$ cat src/hdl/ring_mem_pkg.sv
/* Ring memory node package
   Shared widths, ring packet operations and controller states */
package ring_mem_pkg;

	// Width of one word in the backing store and on the fetch port
	localparam int WORD_BITS = 32;

	// Byte address width carried on the ring and on the fetch port
	localparam int ADDR_BITS = 32;

	// Width of the destination node number in a packet
	localparam int NODE_BITS = 4;

	// Coherence operations carried by a ring packet
	// The fourth code is not used by any sender
	typedef enum logic [1:0]
	{
		OP_READ_SHARED      = 2'd0,
		OP_WRITE_INVALIDATE = 2'd1,
		OP_L2_WRITEBACK     = 2'd2
	} ring_op_t;

	// Line transfer controller states
	// IDLE waits for a strobe, TRANSFER moves one word per cycle,
	// FINISH covers the last read word arriving from the store
	typedef enum logic [1:0]
	{
		ST_IDLE     = 2'd0,
		ST_TRANSFER = 2'd1,
		ST_FINISH   = 2'd2
	} mem_state_t;

endpackage

$ cat src/hdl/ring_mem_ctrl.sv
/* Line transfer controller
   Accepts a packet strobe, walks the line through the store and raises the reply strobe */
module ring_mem_ctrl
	import ring_mem_pkg::*;
	#(parameter int LINE_WORDS = 16)
	(
	input  logic     clk,
	input  logic     rst_n,
	input  logic     pkt_valid,
	input  ring_op_t pkt_op,
	input  logic     last,
	output logic     start,
	output logic     run,
	output logic     capture,
	output logic     load,
	output logic     op_write,
	output logic     store_we,
	output logic     resp_valid
	);

	mem_state_t state;

	// A line of one word would leave the beat counter without any bits
	if (LINE_WORDS < 2)
	begin : g_line_check
		$error("ring_mem_ctrl needs at least two words per line");
	end

	// A packet is only taken while idle
	// One that arrives during a transfer is dropped here and flagged by the assertions
	assign start   = pkt_valid && (state == ST_IDLE);
	assign capture = start;

	// The beat counter steps for every cycle spent in transfer
	assign run = (state == ST_TRANSFER);

	// Writebacks push one buffered word into the store per beat
	assign store_we = run && op_write;

	always_ff @(posedge clk)
	begin
		if (!rst_n)
		begin
			state      <= ST_IDLE;
			op_write   <= 1'b0;
			load       <= 1'b0;
			resp_valid <= 1'b0;
		end
		else
		begin
			// Store reads come back one cycle after the address,
			// so the buffer load trails the transfer beat by one
			load <= run && !op_write;

			// Reply strobe lasts exactly one cycle
			resp_valid <= 1'b0;

			case (state)
				ST_IDLE:
				begin
					if (start)
					begin
						// Remember the operation class for the rest of the packet
						op_write <= (pkt_op == OP_L2_WRITEBACK);
						state    <= ST_TRANSFER;
					end
				end

				ST_TRANSFER:
				begin
					if (last)
						state <= ST_FINISH;
				end

				ST_FINISH:
				begin
					// The last read word lands in the buffer at this edge,
					// so the reply line is complete in the next cycle
					resp_valid <= !op_write;
					state      <= ST_IDLE;
				end

				default:
					state <= ST_IDLE;
			endcase
		end
	end

endmodule

$ cat config.mk
export PLATFORM = sky130hd
export DESIGN_NAME = ring_mem_ctrl
export DESIGN_NICKNAME = d
export VERILOG_FILES = /design/src/hdl/ring_mem_pkg.sv /design/src/hdl/ring_mem_ctrl.sv
export SDC_FILE = /design/constraint.sdc
export NUM_CORES = 1
export LEC_CHECK = 0
export ABC_AREA = 1
export BUFFER_PORTS_ARGS = -buffer_cell sky130_fd_sc_hd__buf_2
export CAP_MARGIN = 0
export CORE_AREA = 10 10 47 49
export CTS_CLUSTER_DIAMETER = 60
export CTS_CLUSTER_SIZE = 28
export DETAILED_ROUTE_END_ITERATION = 8
export DIE_AREA = 0 0 57 59
export PLACE_DENSITY = 0.41
export REMOVE_ABC_BUFFERS = 1
export SYNTH_ARGS = -nofsm -noshare
export SYNTH_HDL_FRONTEND = slang
export SYNTH_SLANG_ARGS = --single-unit
$ cat constraint.sdc
create_clock -name clk -period 2.2 [get_ports clk]
set_input_delay 0.33 -clock clk [delete_from_list [all_inputs] [get_ports clk]]
set_output_delay 0.33 -clock clk [all_outputs]
set_load 0.005 [all_outputs]
[Yosys cells after proc, flatten, opt, wreduce, memory -nomap -nowiden]
Index checks and enable logic that the tools add are counted.
Storage, ports and cells
  memories: 0
  register bits: 5
  output and inout port bits: 7
  memory bits (read-only): 0
  input port bits: 6
  memory bits (writable): 0
  latch bits: 0
Operators by class
  magnitude comparators: 0
  shift operators: 0
  bitwise logic cells: 0
  muxes and demuxes: 3
  multiply operators: 0
  add/subtract/negate cells: 0
  reductions and logical operators: 8
  eq/ne operators: 5
  div/mod/pow operators: 0
Operators by type and width (count)
  2-bit AND reduction: 3
  2-bit == test (second input constant): 2
  2-bit 2-to-1 mux: 2
  2-bit inequality test (second input constant): 2
  2-bit one-hot mux with 2 select lines: 1
  1-bit logical AND: 3
  2-bit by 1-bit == test with 1-bit output (second input constant): 1
  2-bit zero test: 1
  1-bit zero test: 1

[Depth between registers and ports, before layout]
  word-level depth: 4
  gate-level depth with buffers: 5
  mapped depth without buffers: 5

[Worst setup path before layout]
OpenSTA, ideal clock, no wires.
  path type: register to output
  start: register state[0]
  end: output port start
  data arrival time: 0.711 ns
  data required time: 1.870 ns
  slack: 1.159 ns
  stages on the path, launching flop included: 5
  cell sequence: dfxtp_1 -> nor2_2 -> nand2_2 -> inv_1 -> buf_4
On the way
  cells in the longest elaborated chain, start to end: 2
RTL lines
  from (decl): RTL line ring_mem_ctrl.sv:21  | mem_state_t state;
  from (signal assigned): RTL line ring_mem_ctrl.sv:44  | state <= ST_IDLE;
  from (signal assigned): RTL line ring_mem_ctrl.sv:65  | state <= ST_TRANSFER;
  from (signal assigned): RTL line ring_mem_ctrl.sv:72  | state <= ST_FINISH;
  2-bit zero test: RTL line ring_mem_ctrl.sv:31  | assign start = pkt_valid && (state == ST_IDLE);
  1-bit logical AND: RTL line ring_mem_ctrl.sv:31
  to (decl): RTL line ring_mem_ctrl.sv:12  | output logic start,
Every way passes these cells.

[Worst setup path in the final report]
Ends and elaborated chain as after synthesis.

==> summary.md <==
| Metric | Value |
|---|---|
| Result of the run | completed |
| Leakage power total | 0.166 nW |
| Setup repair after global routing missed its margin | no |
| Achievable Freq | 754 MHz |
| Tightest slew margin relative to the limit | approximately 86% |
| Netlist area before placement | ~210 µm² |
| Class of the tightest hold or removal check | in -> reg |
| Layout cell share with drive strength beyond 1 | approximately 52% |
| Transition time at the pin with the least slew margin | 0.210 ns |
| Finish-stage setup viols | 0 |
| Chip height | 59 µm |
| Hold depth | 3 |
| Number of warnings reported in the yosys synthesis log | 0 |
| Slowest cell on the critical path | sky130_fd_sc_hd__dfxtp_1 |
| Crit path kind | reg -> out |
| Number of buffer cells added on primary ports | 12 |
| Required time of the critical path | 1.87 ns |
| Number of distinct library cells after synthesis | 13 |
| H-Tree Depth | 1 |
| Resized Gates After CTS | 0 |
| Endpoint of the worst register-to-register path | op_write |
| Number of register bits inferred by synthesis | 5 |
| Peak fanout along the critical path | 3 |
| Root Driver | sky130_fd_sc_hd__clkbuf_4 |
| Final setup slack of the worst path | 0.874 ns |
| Post-Syn Area per Cell | 7.74 µm² |
| DRC errors left | 0 |
| Kind of end point of the critical path | output port |
| Tot GR Track Use | 3.67% |
| Buffer levels on the longest clock path | 2 |
| Critical path arrival | 1.00 ns |
| Clock skew | 0.00254 ns |
| Number of search-and-repair iterations in the first detailed-routing pass | 3 |
| WL final | 547 µm |
| DR vias/cell | 3.45 |
| Most instantiated flip-flop cell in the synthesis netlist | sky130_fd_sc_hd__dfxtp_1 |
| Part of the Yosys area used for sequential elements | 47.9% |
| Antenna violations before repair | 0 |
| Non-Filler Cell Area, Final | ~300 µm² |
| Top sig layer | met3 |
| Register-to-Register Path Depth | 4 |
| Fraction of synthesized cell area taken by the top area cell type | 47.9% |
| Post-placement worst setup slack | between 1 and 1.5 ns |
| Max-Cap Viols | 0 |
| M1 wire length | ~270 µm |
| Source-to-sink clock delay at the later pin of the worst-skew pair | 0.24 ns |
| FF-to-FF setup slack | 1.40 ns |
| Synth async-reset ratio | 0% |
| Clock tree from TritonCTS | done |
| Count of buffers added by post-CTS timing repair for setup | 0 |
| Global route total overflow | 0 |
| Cell area reported after detailed placement | about 280 µm² |
| Number of enable flip-flop cells after synthesis | 0 |
| Sort of element at the start of the critical path | flop |
| Instance count of the mapped netlist | 27 |
| Core area | between 1000 and 1500 µm² |
| Reg2Reg Launch Point | state[0] |
| WHS Endpoint | op_write |
| Wire length per cell | 9.43 µm |
| Nets | 49 |
| Top cells by instance count after synthesis | 5 x sky130_fd_sc_hd__dfxtp_1, 5 x sky130_fd_sc_hd__inv_1, 3 x sky130_fd_sc_hd__nand2_2 |
| Post-cts hold buffer count | 0 |
| Vias in the first global route | 219 |
| Total number of vias | 200 |
| Sum Neg Setup Slack | 0 ns |
| Standard-cell row count | 14 |
| Longest individual stage delay on the worst path | 0.33 ns |
| Clock slew at reported path FFs | roughly 0.050 ns |
| Crit path time final | about 1.3 ns |
| Inserted Clock Buffers | 3 |
| Antenna Diode Count | 0 |
| Pin count of the biggest net entering global routing | 6 |
| Antenna violation net count after detailed routing | 0 |
| Total Power Consumption | 0.000240 W |
| Final hold violation count | 0 |
| Ordered list of cells on the worst path | nor2_2 -> nand2_2 -> inv_1 -> buf_2 |
| Horizontal die dimension | 57 µm |
| Startpoint of the worst hold path | rst_n |
| Pwr dens | 780 nW/µm² |
| Synth area leader | sky130_fd_sc_hd__dfxtp_1 |
| Initial standard-cell utilization of the core | 14.9% |
| DIE AREA | 3360 µm² |
| Global-route wire length before repair | ~860 µm |
| Number of DRC markers after the initial detailed-route iteration | 3 |
| Final RePlAce weighted congestion | roughly 0.64 |
| IO Pins | 13 |
| Metal2 WL | 220 µm |
| Largest voltage drop on the vdd net | 0.315 mV |
| Layout-stage area growth over the synthesis result | 47.3% |
| Period Utilization, post-route | around three fifths |
| TritonCTS Sinks | 5 |
| Area contributors post-synth | sky130_fd_sc_hd__dfxtp_1 48%, sky130_fd_sc_hd__inv_1 9.0%, sky130_fd_sc_hd__nand2_2 9.0% |
| Number of fill cells in the layout | 166 |
| Routed length on met3 | 55 µm |
| Max-slew violation total from the final report | 0 |
| Detailed-placement wirelength estimate | 449 µm |
## cell usage in the layout, fill, tap and decap left out, drive strengths merged
master	instances
inv	7
buf	12
clkbuf	4
nand2	5
nor3	2
dfxtp	5
a21oi	2
nor4	1
nand3	1
nor2	3
## cell families after synthesis
group / Yosys count / synth area share (%)
simple gates: 12 / 29.3
flops: 5 / 47.9
buf+inv: 8 / 16.2
compound gates: 2 / 6.59
## where the power goes
part | internal, W | switching (W) | total, W
registers | 0.0000957 | 0.00000393 | 0.0000997
logic | 0.0000153 | 0.0000180 | 0.0000333
clock network | 0.0000686 | 0.0000386 | 0.000107
total | 0.000180 | 0.0000605 | 0.000240
## area by class of cell
cell class / count / area (µm²) / share of cell area (%)
clock buffer: 4 / 26.3 / 8.54
timing repair buffer: 12 / 60.1 / 19.5
multi-input combinational: 14 / 75.1 / 24.4
inverter: 7 / 26.3 / 8.54
tap: 16 / 20.0 / 6.50
sequential: 5 / 100 / 32.5
## how the worst max path moves through the flow
stage / depth (start not counted) / from / endpoint
2_1_floorplan: 3 / state[0] / capture
3_3_place_gp: 4 / state[0] / start
3_5_place_dp: 4 / state[0] / start
4_1_cts: 4 / state[0] / start
5_1_grt: 4 / state[0] / start
6_report: 4 / state[0] / start
## stage by stage
step	util, %	hold slack (ns)	cells
floorplan	-	0.451	26
global placement	20.1	0.481	54
detailed placement	20.1	0.482	54
CTS	22.0	0.316	58
global route	22.0	0.336	58
finish	22.0	0.324	58
## critical path, delay by kind of cell (launching register included)
| family | cells | cell delay (ns) |
|---|---|---|
| DFF | 1 | 0.33 |
| and+or+nand+nor | 2 | 0.25 |
| buffers and inverters | 2 | 0.17 |
## metal layers
metal  global-route usage [%]  up-vias
met2                     4.19       10
met1                     3.21       79
li1                         -      111
met5                        0        -
met4                     4.03        0
met3                     4.08        0
## flip-flops by register name (all words and copies together), names as in the netlist
signal	flops
state	2
load	1
resp_valid	1
op_write	1
Power figures use the tool's default switching activity.
