**config.mk**
```make
export PLATFORM = sky130hd
export DESIGN_NAME = line_beat_counter
export DESIGN_NICKNAME = d
export VERILOG_FILES = /design/src/hdl/line_beat_counter.sv
export SDC_FILE = /design/constraint.sdc
export NUM_CORES = 1
export LEC_CHECK = 0
export ABC_AREA = 0
export BUFFER_PORTS_ARGS = -buffer_cell sky130_fd_sc_hd__buf_2
export CORE_AREA = 2 2 39 41
export CTS_CLUSTER_DIAMETER = 80
export CTS_CLUSTER_SIZE = 16
export DETAILED_ROUTE_END_ITERATION = 7
export DIE_AREA = 0 0 41 43
export PLACE_DENSITY_LB_ADDON = 0.3
export SYNTH_ARGS = -nofsm -noshare
export SYNTH_HDL_FRONTEND = slang
export SYNTH_SLANG_ARGS = --single-unit
export TNS_END_PERCENT = 30
```
**constraint.sdc**
```tcl
create_clock -name clk -period 0.8 [get_ports clk]
set_input_delay 0.08 -clock clk [delete_from_list [all_inputs] [get_ports clk]]
set_output_delay 0.08 -clock clk [all_outputs]
set_load 0.05 [all_outputs]
```
**src/hdl/line_beat_counter.sv**
```systemverilog
/* Line beat counter
   Steps through the words of one line and flags the final beat */
module line_beat_counter
	#(parameter int LINE_WORDS = 16)
	(
	input  logic                          clk,
	input  logic                          rst_n,
	input  logic                          start,
	input  logic                          run,
	output logic [$clog2(LINE_WORDS)-1:0] beat,
	output logic [$clog2(LINE_WORDS)-1:0] load_beat,
	output logic                          last
	);

	// Final word of the line, the controller leaves transfer after it
	assign last = (beat == LINE_WORDS - 1);

	always_ff @(posedge clk)
	begin
		if (!rst_n)
		begin
			beat      <= '0;
			load_beat <= '0;
		end
		else
		begin
			// Read data shows up a cycle late, so keep the beat it belongs to
			load_beat <= beat;

			if (start)
				beat <= '0;
			else if (run)
				beat <= beat + 1'b1;
		end
	end

endmodule

```
# --- Word-level counts from Yosys, hierarchy flattened ---
# Cells that the tools add are included.
word_totals:
  out_inout_bits: 9
  in_bits: 4
  wordCells: 6
  register_bits: 8
op_classes:
  add_sub_neg: 1
  bitwise: 1
  n_reduce_logical: 1
  n_eq_ne: 1
op_table:
  columns: ["op", "n"]
  rows:
  - ["$add 4x1->4 const B", 1]
  - ["$eq 4x4->1 const B", 1]
  - ["$reduce_or 2->1", 1]
  - ["$not 1->1", 1]

# --- Longest topological paths before layout ---
# Gate-level depths: netlist of the first run.
logic_depth:
  depth_word: 2
  depth_mapped: 3
  ltp_nobuf: 3

# --- Worst setup path after synthesis of the first run ---
# OpenSTA, ideal clock, no wires.
synth_timing:
  kind: "register to output"
  from: "register beat[0]"
  to: "output port last"
  path_stages_with_launch: 3
  path_slack_ns: -0.685
  n_path_buf: 0
  required_time_ns: 0.720
  arrival_ns: 1.405
  cell_sequence: "dfxtp_1 > ha_1 > and3_1"
synth_between:
  elab_chain_len: 1
synth_lines:
  columns: ["item", "line", "source"]
  rows:
  - ["start: declaration", "10", "output logic [$clog2(LINE_WORDS)-1:0] beat,"]
  - ["start signal: assignment", "33", "beat <= beat + 1'b1;"]
  - ["$eq 4x4->1", "16", "assign last = (beat == LINE_WORDS - 1);"]
  - ["end: declaration", "12", "output logic last"]
# No other way between the ends.

# --- Worst setup path after layout of the first run ---
# Ends and elaborated chain as after synthesis.

==> flow_summary.json, run 1 <==
{
  "hold_class": "in -> reg",
  "grt_pass1_vias": 260,
  "synth-simple-area-share_pct": 27.3,
  "layout_common_cells": "7 x buf_8, 6 x buf_4",
  "die_w_um": 41,
  "postSynthAreaPerCell_um2": 11.5,
  "critPathRequiredTime_ns": 0.72,
  "drive_above_1_share_pct": 80.0,
  "fin_skew_ns": 0.00816,
  "crit_fanout": 2,
  "crit_arrival_ns": 1.05,
  "avgRoutedWirePerCell_um": 9.62,
  "routed_via_density": 4.02,
  "cts_buffers": 3,
  "cp-start-kind": "flop",
  "ant_nets": 0,
  "violations": "setup timing",
  "num_vias": 265,
  "placement.io_buffers": 12,
  "nets": 56,
  "synthMuxAreaShare_pct": 6.72,
  "fillCellCount": 130,
  "grt_max_degree": 6,
  "die_h_um": 43,
  "yosysUniqueCellTypes": 13,
  "cts-hold-fix-buffers": 0,
  "maxSlewHeadroom_pct": 92.2,
  "totalWireLength_um": 635,
  "place_area_um2": 445,
  "synthAdderAreaFrac_pct": 4.20,
  "timing.final.ws_setup_ns": -0.328,
  "path_clk_slew_ns": 0.06,
  "slew_viol_final": 0,
  "worstSetupStartpoint": "beat[0]",
  "syn_inst": 26,
  "ir_drop_v": 0.000714,
  "fmax_mhz": 886,
  "cts_num_sinks": 8,
  "syn_nets": 31,
  "drv_cap": 0,
  "post-dp-hpwl_um": 471,
  "ys_seq_area_share_pct": 53.8,
  "multiInputGateArea_um2": 166,
  "final_area_um2": 603,
  "clk_latency_ns": 0.26,
  "rsz0062_at_grt": "true",
  "synth_top_family_by_area": "simple AND/OR/NAND/NOR gates",
  "grt_antenna_before_repair": 0,
  "critPathCaptureType": "output pin",
  "ys_ff_latch": 8,
  "cts_tree": "yes",
  "io_pins": 13,
  "core_mm2": 0.00138,
  "overflow": 0,
  "stdcell_count": 66,
  "leakage_uw": 0.000269,
  "gp_congestion": 0.719,
  "finalCritPeriodShare_pct": 141,
  "outcome": "complete, but fails checks",
  "power.total_uw": 835,
  "min_from": "start",
  "synth_area_um2": 298,
  "p_per_area_mw_per_mm2": 1380,
  "grt_pass1_wl_mm": 1.08,
  "synth-xor-area-share_pct": 2.94,
  "drtIter0Drc": 3,
  "dp.cells": 59,
  "worst-setup-path-type": "reg -> out",
  "drcViolationCount": 0,
  "fin_util_pct": 43.6,
  "start_util_pct": 21.5,
  "htreeDepth": 1,
  "synth_warnings": 0,
  "r2r_start": "beat[0]",
  "insertedDiodeCount": 0,
  "synth-compound-area-share_pct": 5.04,
  "hold_violations": 0,
  "final_common_cell": "buf_8",
  "grtUsageTotal_pct": 9.76,
  "area.sequential_um2": 180,
  "placementRows": 14,
  "max-clock-path-buffers": 2,
  "die_area_mm2": 0.00176,
  "first_pass_iters": 2,
  "setup_viol": 11,
  "place_ws_ns": -0.167,
  "root_buffer": "clkbuf_4",
  "worstMarginPinSlew_ns": 0.113,
  "area_growth_pct": 103,
  "min_period_ns": 1.13
}
[what timing repair did]
action                                  in CTS  in global routing
cloned                                       0                  0
buffers inserted                             1                  2
pin swaps                                    3                  3
hold endpoints to repair                     0                  0
endpoints found under the setup margin      12                 13
resized for setup                           27                  7
[routing by layer]
layer | vias up | global-route usage [%] | wire length (um)
met4 | 0 | 4.00 | 0
met5 | - | 0 | 0
met1 | 116 | 10.4 | 242
met3 | 0 | 7.85 | 58
li1 | 139 | - | -
met2 | 10 | 13.8 | 334
[critical path, stage by stage (launching register included)]
cell	delay, ns
dfxtp_4	0.36
ha_4	0.13
and3_4	0.17
buf_8	0.14
[cells by family after synthesis]
group | after synthesis
and+or+nand+nor | 12
DFF | 8
xor gates and xnor gates | 1
muxes | 2
adders and majority gates | 1
AOI/OAI and AO/OA | 2
[sequential cells by signal (all words and copies together) (netlist names)]
name       cells
beat           4
load_beat      4
[cell type report]
cell class	instances	share of cell area [%]
multi-input cells	18	27.6
flip-flops and latches	8	29.9
repair buffers	20	34.9
clock buffers	4	4.36
well taps	16	3.32
[where the power goes]
group          internal (uW)  switching, uW  total, uW
combinational           51.1           48.4       99.5
sequential               394           5.11        399
clock                    191            145        337
total                    636            199        835
[path summary, 6_finish.rpt]
| path | to | cells after the start | slack, ns |
|---|---|---|---|
| worst max-delay path | last | 3 | -0.33 |
| worst min register to register | beat[3] | 2 | 0.53 |
| worst min-delay path | beat[3] | 3 | 0.10 |
| worst max register to register | beat[2] | 4 | -0.20 |
[synthesized netlist by cell type]
library cell	count	share of area, %
or3b_1	1	2.9
dfxtp_1	8	54
mux2i_1	2	6.7
nand4_1	1	2.1
xnor2_1	1	2.9
and2_2	4	10
nor2_1	2	2.5
or2b_1	1	2.5
nand3b_1	2	5.0
a21oi_1	1	1.7
and3_1	1	2.1
ha_1	1	4.2
a21bo_2	1	3.4
[metrics by stage]
stage / hold WS (ns) / setup TNS, ns
floorplan: 0.216 / -0.580
global placement: 0.368 / -0.350
detailed placement: 0.376 / -0.378
CTS: 0.0962 / -1.44
global route: 0.108 / -2.22
finish: 0.100 / -1.71
Note: power is estimated with default switching activity, not from simulation.
==> run 2: changes to the inputs <==
--- a/config.mk
+++ b/config.mk
@@ -7,12 +7,15 @@
 export LEC_CHECK = 0
 export ABC_AREA = 0
 export BUFFER_PORTS_ARGS = -buffer_cell sky130_fd_sc_hd__buf_2
+export CAP_MARGIN = 25
 export CORE_AREA = 2 2 39 41
+export CTS_BUF_LIST = sky130_fd_sc_hd__clkbuf_8
 export CTS_CLUSTER_DIAMETER = 80
 export CTS_CLUSTER_SIZE = 16
 export DETAILED_ROUTE_END_ITERATION = 7
 export DIE_AREA = 0 0 41 43
 export PLACE_DENSITY_LB_ADDON = 0.3
+export SETUP_SLACK_MARGIN = 0.4
 export SYNTH_ARGS = -nofsm -noshare
 export SYNTH_HDL_FRONTEND = slang
 export SYNTH_SLANG_ARGS = --single-unit
==> run 2 against run 1 <==
Compared with the run above:
- the run still ends with setup timing left
- fmax increased by 1.7%
- final cell count decreased by 1.5%
- sequential power about the same
- clock-buffer cell count decreased by 1
- combinational power decreased by 5.3%
- highest routed layer is now met4
- critical endpoint unchanged
- largest power group is now clock
- first-iteration DRC count decreased by 33%
- largest cell class unchanged
- register-to-register slack improved by 0.08 ns
==> flow_summary.json, run 2 (synthesis results as in run 1) <==
{
  "outcome": "complete, but fails checks",
  "violations": "setup timing",
  "fmax_mhz": 901,
  "overflow": 0,
  "maxSlewHeadroom_pct": 92.2,
  "min_from": "start",
  "placementRows": 14,
  "hold_class": "in -> reg",
  "stdcell_count": 65,
  "place_area_um2": 438,
  "avgRoutedWirePerCell_um": 10.9,
  "p_per_area_mw_per_mm2": 1590,
  "htreeDepth": 1,
  "cpPeakStageDelay_ns": 0.35,
  "ant_nets": 0,
  "rr_worst_depth": 4,
  "grt_max_degree": 6,
  "cpMaxStageDelayCell": "dfxtp_4",
  "critPathRequiredTime_ns": 0.72,
  "setup_viol": 9,
  "final_area_um2": 632,
  "critPathBufInv": 1,
  "grt_pass1_wl_mm": 1.15,
  "drv_cap": 0,
  "crit_fanout": 3,
  "slew_viol_final": 0,
  "fin_skew_ns": 0.00626,
  "layout_common_cells": "9 x buf_8, 4 x dfxtp_4, 4 x dfxtp_2, 4 x buf_6",
  "crit_arrival_ns": 1.03,
  "drive_above_1_share_pct": 79.6,
  "cts_buffers": 3,
  "fin_util_pct": 45.7,
  "totalWireLength_um": 710,
  "ir_drop_v": 0.000917,
  "start_util_pct": 21.5,
  "worst-setup-path-type": "reg -> out",
  "cts-hold-fix-buffers": 0,
  "dp.cells": 58,
  "drcViolationCount": 0,
  "area_growth_pct": 112,
  "fillCellCount": 143,
  "hold_violations": 0,
  "area.sequential_um2": 180,
  "routed_via_density": 4.20,
  "cts_tree": "yes",
  "drtIter0Drc": 2,
  "die_h_um": 43,
  "path_clk_slew_ns": 0.05,
  "reg2reg_slack_ns": -0.12,
  "grt_pass1_vias": 265,
  "final_common_cell": "buf_8",
  "timing.critical_path.cells": "ha_4 -> and3_4 -> buf_8",
  "nets": 55,
  "die_area_mm2": 0.00176,
  "r2r-end": "beat[3]",
  "multiInputGateArea_um2": 169,
  "insertedDiodeCount": 0,
  "gp_congestion": 0.681,
  "placement.io_buffers": 12,
  "cts_num_sinks": 8,
  "r2r_start": "beat[1]",
  "critPathCaptureType": "output pin",
  "root_buffer": "clkbuf_8",
  "worstMarginPinSlew_ns": 0.114,
  "leakage_uw": 0.000280,
  "die_w_um": 41,
  "min_period_ns": 1.11,
  "io_pins": 13,
  "clk_latency_ns": 0.24,
  "grt_antenna_before_repair": 0,
  "finalCritPeriodShare_pct": 139,
  "cp-start-kind": "flop",
  "largestRegisters": "beat (4), load_beat (4)",
  "num_vias": 273,
  "grtUsageTotal_pct": 10.9,
  "first_pass_iters": 2,
  "hold_path_depth": 3,
  "rsz0062_at_grt": "true",
  "timing.final.ws_setup_ns": -0.310,
  "power.total_uw": 1000,
  "hold_path_end": "beat[3]",
  "core_mm2": 0.00138,
  "cp_top_family": "flip-flops",
  "max-clock-path-buffers": 2
}
## run 2: changes by cell type in the layout (fill, tap and decap cells not counted)
cell / change
clkbuf_4: -3
inv_1: +1
and2_2: -2
clkbuf_8: +3
buf_4: -3
clkbuf_1: -1
buf_8: +2
and2_4: +2
## run 2: per-layer routing
| metal | global-route usage, % | wire length [um] |
|---|---|---|
| met2 | 15.6 | 390 |
| met1 | 9.29 | 226 |
| met5 | 0 | 0 |
| met3 | 7.85 | 61 |
| met4 | 10.0 | 30 |
## run 2: final cells by class
| cell class | instances | share of cell area, % |
|---|---|---|
| flip-flops and latches | 8 | 28.5 |
| well taps | 16 | 3.17 |
| clock buffers | 3 | 6.53 |
| multi-input cells | 18 | 26.7 |
| clock inverters | 1 | 0.594 |
| repair buffers | 19 | 34.5 |
## run 2: repair_timing
| action | 4_1_cts | 5_1_grt |
|---|---|---|
| setup endpoints to repair | 17 | 17 |
| pin swaps | 3 | 2 |
| buffers inserted | 3 | 0 |
| gates resized for setup | 32 | 8 |
## run 2: metrics by stage
step	setup TNS (ns)	hold WS, ns	setup WS, ns
6_report	-1.25	0.122	-0.310
5_1_grt	-1.51	0.135	-0.335
4_1_cts	-1.28	0.125	-0.318
3_5_place_dp	-0.375	0.380	-0.166
3_3_place_gp	-0.336	0.373	-0.159
2_1_floorplan	-0.556	0.216	-0.163
## run 2: tightest hold or removal path: cells and delay by family
| kind | cells | cell delay [ns] |
|---|---|---|
| buffers and inverters | 1 | 0.09 |
| and+or+nand+nor | 1 | 0.10 |
| muxes | 1 | 0.05 |
## run 2: power breakdown
group / switching (uW) / leakage, uW / internal (uW) / total [uW]
combinational: 48.5 / 0.000184 / 45.6 / 94.2
sequential: 4.77 / 0.0000698 / 395 / 400
clock: 176 / 0.0000269 / 334 / 510
## run 2: how the worst max path moves through the flow
stage | startpoint | endpoint | depth (start not counted)
2_1_floorplan | beat[1] | last | 2
3_3_place_gp | beat[1] | last | 3
3_5_place_dp | beat[1] | last | 3
4_1_cts | beat[0] | last | 3
5_1_grt | beat[1] | last | 3
6_report | beat[1] | last | 3
