==> config.mk <==
export PLATFORM = sky130hd
export DESIGN_NAME = line_buffer
export DESIGN_NICKNAME = d
export VERILOG_FILES = /design/src/hdl/ring_mem_pkg.sv /design/src/hdl/line_buffer.sv
export SDC_FILE = /design/constraint.sdc
export NUM_CORES = 1
export LEC_CHECK = 0
export ABC_AREA = 1
export BUFFER_PORTS_ARGS = -buffer_cell sky130_fd_sc_hd__buf_2
export CAP_MARGIN = 5
export CELL_PAD_IN_SITES_DETAIL_PLACEMENT = 1
export CELL_PAD_IN_SITES_GLOBAL_PLACEMENT = 2
export CORE_AREA = 2 2 433 435
export DETAILED_ROUTE_END_ITERATION = 10
export DIE_AREA = 0 0 435 437
export HOLD_SLACK_MARGIN = 0.08
export PLACE_DENSITY_LB_ADDON = 0.12
export SETUP_SLACK_MARGIN = 0.2
export SLEW_MARGIN = 20
export SYNTH_ARGS = -nofsm -noshare
export SYNTH_HDL_FRONTEND = slang
export SYNTH_SLANG_ARGS = --single-unit
==> constraint.sdc <==
create_clock -name clk -period 6.1 [get_ports clk]
set_input_delay 1.83 -clock clk [delete_from_list [all_inputs] [get_ports clk]]
set_output_delay 1.83 -clock clk [all_outputs]
set_load 0.1 [all_outputs]
==> src/hdl/ring_mem_pkg.sv <==
/* Ring memory node package
   Shared widths, ring packet operations and controller states */
package ring_mem_pkg;

	// Width of one word in the backing store and on the fetch port
	localparam int WORD_BITS = 32;

	// Byte address width carried on the ring and on the fetch port
	localparam int ADDR_BITS = 32;

	// Width of the destination node number in a packet
	localparam int NODE_BITS = 4;

	// Coherence operations carried by a ring packet
	// The fourth code is not used by any sender
	typedef enum logic [1:0]
	{
		OP_READ_SHARED      = 2'd0,
		OP_WRITE_INVALIDATE = 2'd1,
		OP_L2_WRITEBACK     = 2'd2
	} ring_op_t;

	// Line transfer controller states
	// IDLE waits for a strobe, TRANSFER moves one word per cycle,
	// FINISH covers the last read word arriving from the store
	typedef enum logic [1:0]
	{
		ST_IDLE     = 2'd0,
		ST_TRANSFER = 2'd1,
		ST_FINISH   = 2'd2
	} mem_state_t;

endpackage

==> src/hdl/line_buffer.sv <==
/* Line buffer
   Holds writeback data for the store and assembles read words into the reply line */
module line_buffer
	import ring_mem_pkg::*;
	#(parameter int LINE_WORDS = 16)
	(
	input  logic                            clk,
	input  logic                            rst_n,
	input  logic                            capture,
	input  logic                            load,
	input  logic                            op_write,
	input  logic [$clog2(LINE_WORDS)-1:0]   beat,
	input  logic [$clog2(LINE_WORDS)-1:0]   load_beat,
	input  logic [LINE_WORDS*WORD_BITS-1:0] in_line,
	input  logic [WORD_BITS-1:0]            rd_word,
	output logic [WORD_BITS-1:0]            wr_word,
	output logic [LINE_WORDS*WORD_BITS-1:0] line
	);

	// Word slots counted from the bottom of the line vector
	logic [$clog2(LINE_WORDS)-1:0] wr_slot;
	logic [$clog2(LINE_WORDS)-1:0] ld_slot;

	// Word 0 sits in the top bits, so word b lives in slot LINE_WORDS-1-b
	// With a power of two line size that is just the inverted beat
	assign wr_slot = ~beat;
	assign ld_slot = ~load_beat;

	// Write word goes to the store only during writebacks
	// It stays quiet at zero while a read transfer is running
	assign wr_word = op_write ? line[WORD_BITS*wr_slot +: WORD_BITS] : '0;

	always_ff @(posedge clk)
	begin
		if (!rst_n)
			line <= '0;
		else if (capture)
			line <= in_line;
		else if (load)
			line[WORD_BITS*ld_slot +: WORD_BITS] <= rd_word;
	end

endmodule

# Word level (Yosys, flattened, before mapping)
# Cells that the tools add are included.
# word_totals
in_bits	557
reg_bits	512
# classes
muxes	4
reduce_logical	1
n_shift	3
addsub	1
bitwise_logic	2
# op_table
cell	count
2-to-1 mux 512 bit	2
bitwise mux 512 bit	1
variable shift 32 x 34 -> 512 bit, first input constant	1
indexed part select 32 x 34 -> 512 bit	1
indexed part select 512 x 10 -> 32 bit	1
negator 9 -> 34 bit	1
2-to-1 mux 32 bit	1
inverter 4 bit	2
nonzero test 2 bit	1

# Longest topological paths before layout
# Gate-level depths: netlist (run 1).
# logic_depth
depth_word	6
depth_mapped	20
mapped_depth_nobuf	15

# Least setup slack after synthesis (run 1)
# Ideal clock, no wire load.
# synth_timing
path_kind	input to output
startpoint	input port beat[0]
endpoint	output port wr_word[28]
required_time_ns	4.270
n_path_buf	2
slack_ns	-0.057
t_arrival_ns	4.327
cell_stages	7
path_cell_list	inv_1 clkbuf_1 buf_1 nor2_1 o221ai_1 o211ai_1 a21oi_1
# synth_via
elab_chain_cells	3
# synth_rtl
element	line	rtl
start: declaration	line_buffer.sv:12	input logic [$clog2(LINE_WORDS)-1:0] beat,
inverter 4 bit	line_buffer.sv:26	assign wr_slot = ~beat;
indexed part select 512 x 10 -> 32 bit	line_buffer.sv:31	assign wr_word = op_write ? line[WORD_BITS*wr_slot +: WORD_BITS] : '0;
2-to-1 mux 32 bit	line_buffer.sv:31	
end: declaration	line_buffer.sv:16	output logic [WORD_BITS-1:0] wr_word,
# No other way between the ends.

# Worst setup path in the final report (run 1)
# layout_timing
startpoint	input port beat[0]
endpoint	output port wr_word[21]
# The elaborated chain is that of the path after synthesis.

==> flow_summary_export.csv, run 1 <==
group,metric,value,unit
synthesis,avgSynthCellArea,5.91,sq um
clocking,ctsRootBufferMaster,"clkbuf_16",
clocking,tritoncts,"done",
floorplan,coreArea,0.185,sq mm
worst_setup_path,critPathLaunchType,"primary input",
worst_setup_path,critical_path_class,"in -> out",
floorplan,floorplan.io_pins,1101,
finish,areaGrowthSynthToFinish,39.2,%
power,comb_power_share,0.297,
grt,first_pass_grt_wire_length,417,mm
clocking,path_clk_slew,0.06,ns
power,total_leakage_power,20.0,nW
finish,fill_cell_instance_count_of_the_final_layout,23400,
placement,buffer_ports.inserted,1100,
power,irDropWorstVdd,0.193,mV
synthesis,yosys_most_used_dff,"dfxtp_1",
worst_setup_path,crit-reg2reg-capture,"line[323]",
floorplan,die_width,435,um
clocking,numCtsBuffers,75,
worst_setup_path,cp_data_required_time,4.27,ns
clocking,post_cts.repair.setup_buffers,0,
worst_setup_path,cp_common_cell,"buf_4",
synthesis,post_synthesis_cell_area,0.0311,sq mm
sta,actual_transition_at_the_worst_max_transition_pin,1.10,ns
clocking,cts_sinks,512,
worst_setup_path,critPathArrivalTime,4.08,ns
clocking,cts_htree_levels,3,
placement,hpwlAfterDp,259,mm
worst_setup_path,worst_r2r_path_depth,4,
finish,largest-register,"line",
synthesis,asyncSetResetFlopFracSynth,0,
detailed_routing,detail_route.wirelength,322,mm
detailed_routing,detail_route.drc_violations,0,
worst_setup_path,crit_path_cell_trace,"buf_6, clkinv_8, buf_4, o21ai_0, o221ai_1, buf_4, nand3_1, a21oi_4, buf_12",
worst_setup_path,critical-path-max-stage-delay,0.50,ns
detailed_routing,route.detailed.vias_per_inst,4.94,
placement,number_of_placed_cells_counting_well_taps,8569,
synthesis,synth_fp_nets,5818,
synthesis,ys_seq_elements,512,
floorplan,floorplan.rows,158,
floorplan,die_h,437,um
sta,timing.slew.headroom,0.265,
grt,first_global_vias,43300,
power,p_seq_frac,0.320,
detailed_routing,initialDrtViolationCount,3488,
sta,hold_violations,0,
hold_path,hold_path_startpoint,"line[483]",
sta,post-route-min-period,5.91,ns
power,power_density,283,mW/mm^2
synthesis,part_of_the_yosys_area_used_for_sequential_elements,0.330,
hold_path,hold_path_depth,2,
worst_setup_path,critPathSlowestCell,"o221ai_1",
clocking,ctsLongestPathBuffers,3,
sta,fmax,169,MHz
synthesis,syn_inst,5259,
worst_setup_path,worstReg2RegStart,"line[323]",
worst_setup_path,cp-end-kind,"output port",
grt,antenna_found_initial,32,
sta,post-route-period-util,0.968,
sta,rsz_0062_raised_after_global_routing,"yes",
synthesis,yosysWarningCount,0,
power,sw_frac_of_total,0.430,
run,cap_viol_max_count,0,
power,power_frac_clock,0.383,
floorplan,initial_utilization,0.168,
finish,post-route-cell-area,0.0433,sq mm
synthesis,synthDistinctLibCells,27,
power,total_switching_power,5.27,mW
grt,grt_util_all_layers,0.325,
status,run_status,"completed",
detailed_routing,total_number_of_vias,43100,
power,internal_power,6.99,mW
worst_setup_path,crit_path_max_fanout,25,
sta,finalClockSkew,0,ns
finish,finalNonFillerCells,8729,
synthesis,synth_edf_count,0,
detailed_routing,final_antenna_net_count,0,
clocking,clk-insertion-delay-late,0.70,ns
floorplan,fp.dieArea,0.190,sq mm
power,final_power,12.3,mW
hold_path,worst_min_delay_path_endpoint,"line[483]",
sta,report.final.slew_viol_count,0,
finish,final_net_count,6725,
detailed_routing,wl_per_cell,36.9,um
finish,final_layout_size_suffix_gt1_frac,0.244,
sta,final-setup-viol-count,0,
placement,gpl.final_weighted_congestion,0.919,
worst_setup_path,ff2ff_setup_slack,4.99,ns
finish,largest_register_ffs,512,
detailed_routing,drt-pass1-iter-count,5,
placement,placement.cell_area,0.0405,sq mm
hold_path,hold_class,"reg -> reg",
clocking,cts_hold_buf,0,
grt,grt_start_max_net_pins,169,
finish,top_regs,"line: 512 flops",
grt,grt-ovfl-total,0,
==> area by class of cell <==
cell class	count	area, sq um	share of cell area
inverter	197	768	0.0177
timing repair buffer	1312	8040	0.186
multi-input combinational	4068	18500	0.428
clock buffer	112	2290	0.0529
antenna	21	52.6	0.00121
tap	2480	3100	0.0717
clock inverter	27	265	0.00613
sequential	512	10200	0.237
==> worst max-delay path: cells and delay by family <==
kind,cells,cell delay [ns]
and+or+nand+nor,1,0.13
buffers and inverters,5,1.08
AOI/OAI and AO/OA,3,0.97
==> metal layers <==
layer	global-route usage	vias up	share of wire
met5	0	-	0.00017
met4	0.165	8	0.059
met3	0.0500	432	0.048
met2	0.572	1662	0.49
met1	0.380	21700	0.40
li1	-	19300	-
==> cell families (layout without fill, tap and decap cells) <==
group | count (synthesis) | after routing | share of synthesized area
AOI/OAI and AO/OA | 1022 | 1022 | 0.184
adders and majority gates | 2 | 2 | 0.000805
DFF | 512 | 512 | 0.330
buffers and inverters | 679 | 1648 | 0.0850
other | 0 | 21 | 0
and+or+nand+nor | 3044 | 3044 | 0.400
==> placed cells by master, fill, tap and decap left out, types with 2 or more instances in the layout <==
cell type and instances:
nand2_1 1760, buf_2 1064, clkinv_4 4, nand4_1 126
clkinv_8 3, clkbuf_1 14, clkbuf_16 79, a21oi_1 389
a21oi_4 2, clkinv_1 3, o21ai_0 372, nand3_1 527
o22ai_2 8, o211ai_1 84, o21ai_1 11, buf_12 65
buf_6 2, diode_2 21, nand3_2 2, buf_4 179
clkbuf_8 19, clkinv_2 17, nor2_4 3, a31oi_1 2
dfxtp_1 512, a21oi_2 31, nor3_1 11, inv_2 11
o22ai_1 26, o221ai_1 82, nor2_1 607, o221ai_2 11
bufinv_16 3, inv_8 2, inv_1 179, nor2_2 5
==> power groups by stage <==
stage	clock [mW]	combinational, mW	sequential, mW
3_3_place_gp	0	3.59	4.01
4_1_cts	4.78	3.62	3.93
6_report	4.70	3.64	3.92
2_1_floorplan	0	1.09	4.80
3_5_place_dp	0	3.60	4.00
5_1_grt	4.90	3.78	3.90
==> Yosys cell counts, types with 2 or more instances <==
cell type | count | area [sq um]
nand4_1 | 126 | 788
buf_2 | 62 | 310
inv_2 | 11 | 41.3
dfxtp_1 | 512 | 10200
clkbuf_1 | 358 | 1340
nor2_1 | 611 | 2290
o22ai_1 | 35 | 219
buf_1 | 58 | 218
nor3_1 | 12 | 60.1
nor2_2 | 4 | 25.0
ha_1 | 2 | 25.0
o221ai_1 | 93 | 815
a31oi_1 | 2 | 12.5
buf_4 | 4 | 30.0
o21ai_0 | 373 | 1870
nand2_1 | 1760 | 6610
inv_1 | 183 | 687
a21oi_1 | 422 | 2110
o21ai_1 | 11 | 55.1
nand3_1 | 528 | 2640
clkinv_1 | 3 | 11.3
o211ai_1 | 84 | 631
==> worst max path at each step <==
stage,from,endpoint,slack (ns),depth (start not counted)
2_1_floorplan,beat[0],wr_word[0],0.51,7
4_1_cts,beat[0],wr_word[4],0.17,10
3_3_place_gp,beat[0],wr_word[4],-0.16,10
3_5_place_dp,beat[0],wr_word[4],-0.17,10
6_report,beat[0],wr_word[21],0.19,9
5_1_grt,beat[0],wr_word[5],0.18,10
==> stage by stage <==
step                      TNS (ns)   util  setup slack, ns  hold slack, ns
after floorplan                  0      -            0.509           0.907
after global placement      -0.297  0.219           -0.161           0.478
after detailed placement    -0.395  0.219           -0.171           0.487
after CTS                        0  0.233            0.174           0.496
after global routing             0  0.234            0.183           0.525
final                            0  0.234            0.193           0.499
==> timing repair <==
action | in CTS | in global routing
gates resized for setup | 19 | 11
setup endpoints to repair | 14 | 10
pin swaps | 1 | 3
Power figures use the tool's default switching activity.
==> run 2: changes to the inputs <==
Settings changed: PLACE_DENSITY set to 0.65, PLACE_DENSITY_LB_ADDON 0.12 to unset.
==> run 2 against run 1 <==
Clock-buffer cell count decreased by 4. Critical path type unchanged. Combinational power is 3% lower. Critical path depth is the same. Hold slack better by 0.024 ns. Utilization decreased by 0.39 points. Final area down 1.7%. Flip-flop and latch count unchanged. Clock power shrank 4%. Die area unchanged.
==> flow_summary_export.csv, run 2 (synthesis gave the netlist of run 1 again) <==
group,metric,value,unit
sta,final-setup-viol-count,0,
sta,finalClockSkew,0,ns
floorplan,die_h,437,um
floorplan,fp.dieArea,0.190,sq mm
clocking,ctsLongestPathBuffers,3,
floorplan,coreArea,0.185,sq mm
detailed_routing,drt-pass1-iter-count,5,
worst_setup_path,critPathLaunchType,"primary input",
worst_setup_path,critPathArrivalTime,4.09,ns
finish,largest-register,"line",
detailed_routing,wl_per_cell,37.1,um
clocking,cts_hold_buf,0,
sta,actual_transition_at_the_worst_max_transition_pin,0.998,ns
run,cap_viol_max_count,0,
sta,post-route-min-period,5.92,ns
finish,final_layout_size_suffix_gt1_frac,0.234,
placement,buffer_ports.inserted,1100,
clocking,cts_sinks,512,
detailed_routing,detail_route.drc_violations,0,
finish,largest_register_ffs,512,
finish,finalNonFillerCells,8684,
sta,rsz_0062_raised_after_global_routing,"no",
placement,number_of_placed_cells_counting_well_taps,8520,
finish,top_regs,"line: 512 flops",
sta,hold_violations,0,
finish,final_net_count,6675,
detailed_routing,route.detailed.vias_per_inst,5.07,
placement,gpl.final_weighted_congestion,0.961,
floorplan,die_width,435,um
grt,first_pass_grt_wire_length,415,mm
grt,grt_util_all_layers,0.324,
power,irDropWorstVdd,0.195,mV
sta,fmax,169,MHz
detailed_routing,final_antenna_net_count,0,
clocking,numCtsBuffers,74,
power,power_density,282,mW/mm^2
sta,setup_ws_final,0.175,ns
worst_setup_path,crit_path_max_fanout,57,
detailed_routing,initialDrtViolationCount,4015,
hold_path,hold_class,"reg -> reg",
power,total_leakage_power,19.6,nW
hold_path,hold_path_depth,2,
detailed_routing,total_number_of_vias,44100,
placement,dpl_worst_slack,0.0271,ns
finish,final_core_utilization,0.230,
floorplan,floorplan.io_pins,1101,
worst_setup_path,critical_path_class,"in -> out",
detailed_routing,detail_route.wirelength,322,mm
clocking,ctsRootBufferMaster,"clkbuf_16",
clocking,cts_htree_levels,3,
grt,antenna_found_initial,51,
sta,post-route-period-util,0.971,
finish,areaGrowthSynthToFinish,36.9,%
finish,most-common-layout-cells,"nand2_1, buf_2, nor2_1, nand3_1, dfxtp_1",
finish,layout_commonest_cell,"nand2_1",
sta,report.final.slew_viol_count,0,
clocking,clk-insertion-delay-late,0.67,ns
floorplan,initial_utilization,0.168,
clocking,tritoncts,"done",
worst_setup_path,worst_r2r_path_depth,4,
grt,first_global_vias,43300,
floorplan,floorplan.rows,158,
sta,finalSetupTns,0,ns
sta,timing.slew.headroom,0.332,
worst_setup_path,cp-end-kind,"output port",
worst_setup_path,cp_data_required_time,4.27,ns
finish,fill_cell_instance_count_of_the_final_layout,23400,
status,run_status,"completed",
grt,grt-ovfl-total,0,
grt,grt_start_max_net_pins,153,
power,final_power,12.0,mW
placement,hpwlAfterDp,262,mm
clocking,path_clk_slew,0.05,ns
clocking,post_cts.repair.setup_buffers,0,
## run 2: per-stage QoR
stage          instance area, sq um  hold slack (ns)
2_1_floorplan                 31200            0.907
3_3_place_gp                  40000            0.513
3_5_place_dp                  40000            0.512
4_1_cts                       42400            0.521
5_1_grt                       42500            0.558
6_report                      42600            0.523
## run 2: critical path, cell delays in order
cell and delay, ns:
buf_6 0.12, buf_12 0.25, buf_12 0.27, o21ai_0 0.13, o221ai_1 0.61, nand3_1 0.19, a21oi_2 0.20, buf_4 0.20
buf_12 0.19
## run 2: layer usage
layer / part of all wire / vias to the layer above / global-route usage
met4: 0.084 / 26 / 0.238
met2: 0.47 / 2077 / 0.542
li1: - / 19200 / -
met5: 0.00047 / - / 0
met3: 0.059 / 612 / 0.0570
met1: 0.38 / 22200 / 0.370
## run 2: repair_timing
item                       CTS  global route
pin swaps                    0             0
gates cloned                 0             0
setup endpoints to repair    3             5
gates resized for setup      2             8
## run 2: worst paths after layout
path	startpoint	end	slack, ns
hold / removal	line[483]	line[483]	0.52
setup reg to reg	line[314]	line[314]	4.97
hold reg to reg	line[483]	line[483]	0.52
setup / recovery	beat[0]	wr_word[2]	0.18
## run 2: layout make-up
type                            instances  area, sq um  share of cell area
Tap cell                             2480         3100              0.0729
Clock buffer                          108         2190              0.0515
Multi-Input combinational cell       4068        18400               0.433
Clock inverter                         23          251             0.00591
Inverter                              197          762              0.0179
Sequential cell                       512        10200               0.241
Timing Repair Buffer                 1263         7500               0.176
Antenna cell                           33         82.6             0.00194
## run 2: report_power, final
| part | total [mW] | switching, mW | leakage [nW] | internal, mW |
|---|---|---|---|---|
| Combinational | 3.53 | 2.84 | 14.3 | 0.697 |
| Clock | 4.52 | 1.90 | 1.20 | 2.62 |
| Sequential | 3.97 | 0.465 | 4.20 | 3.50 |
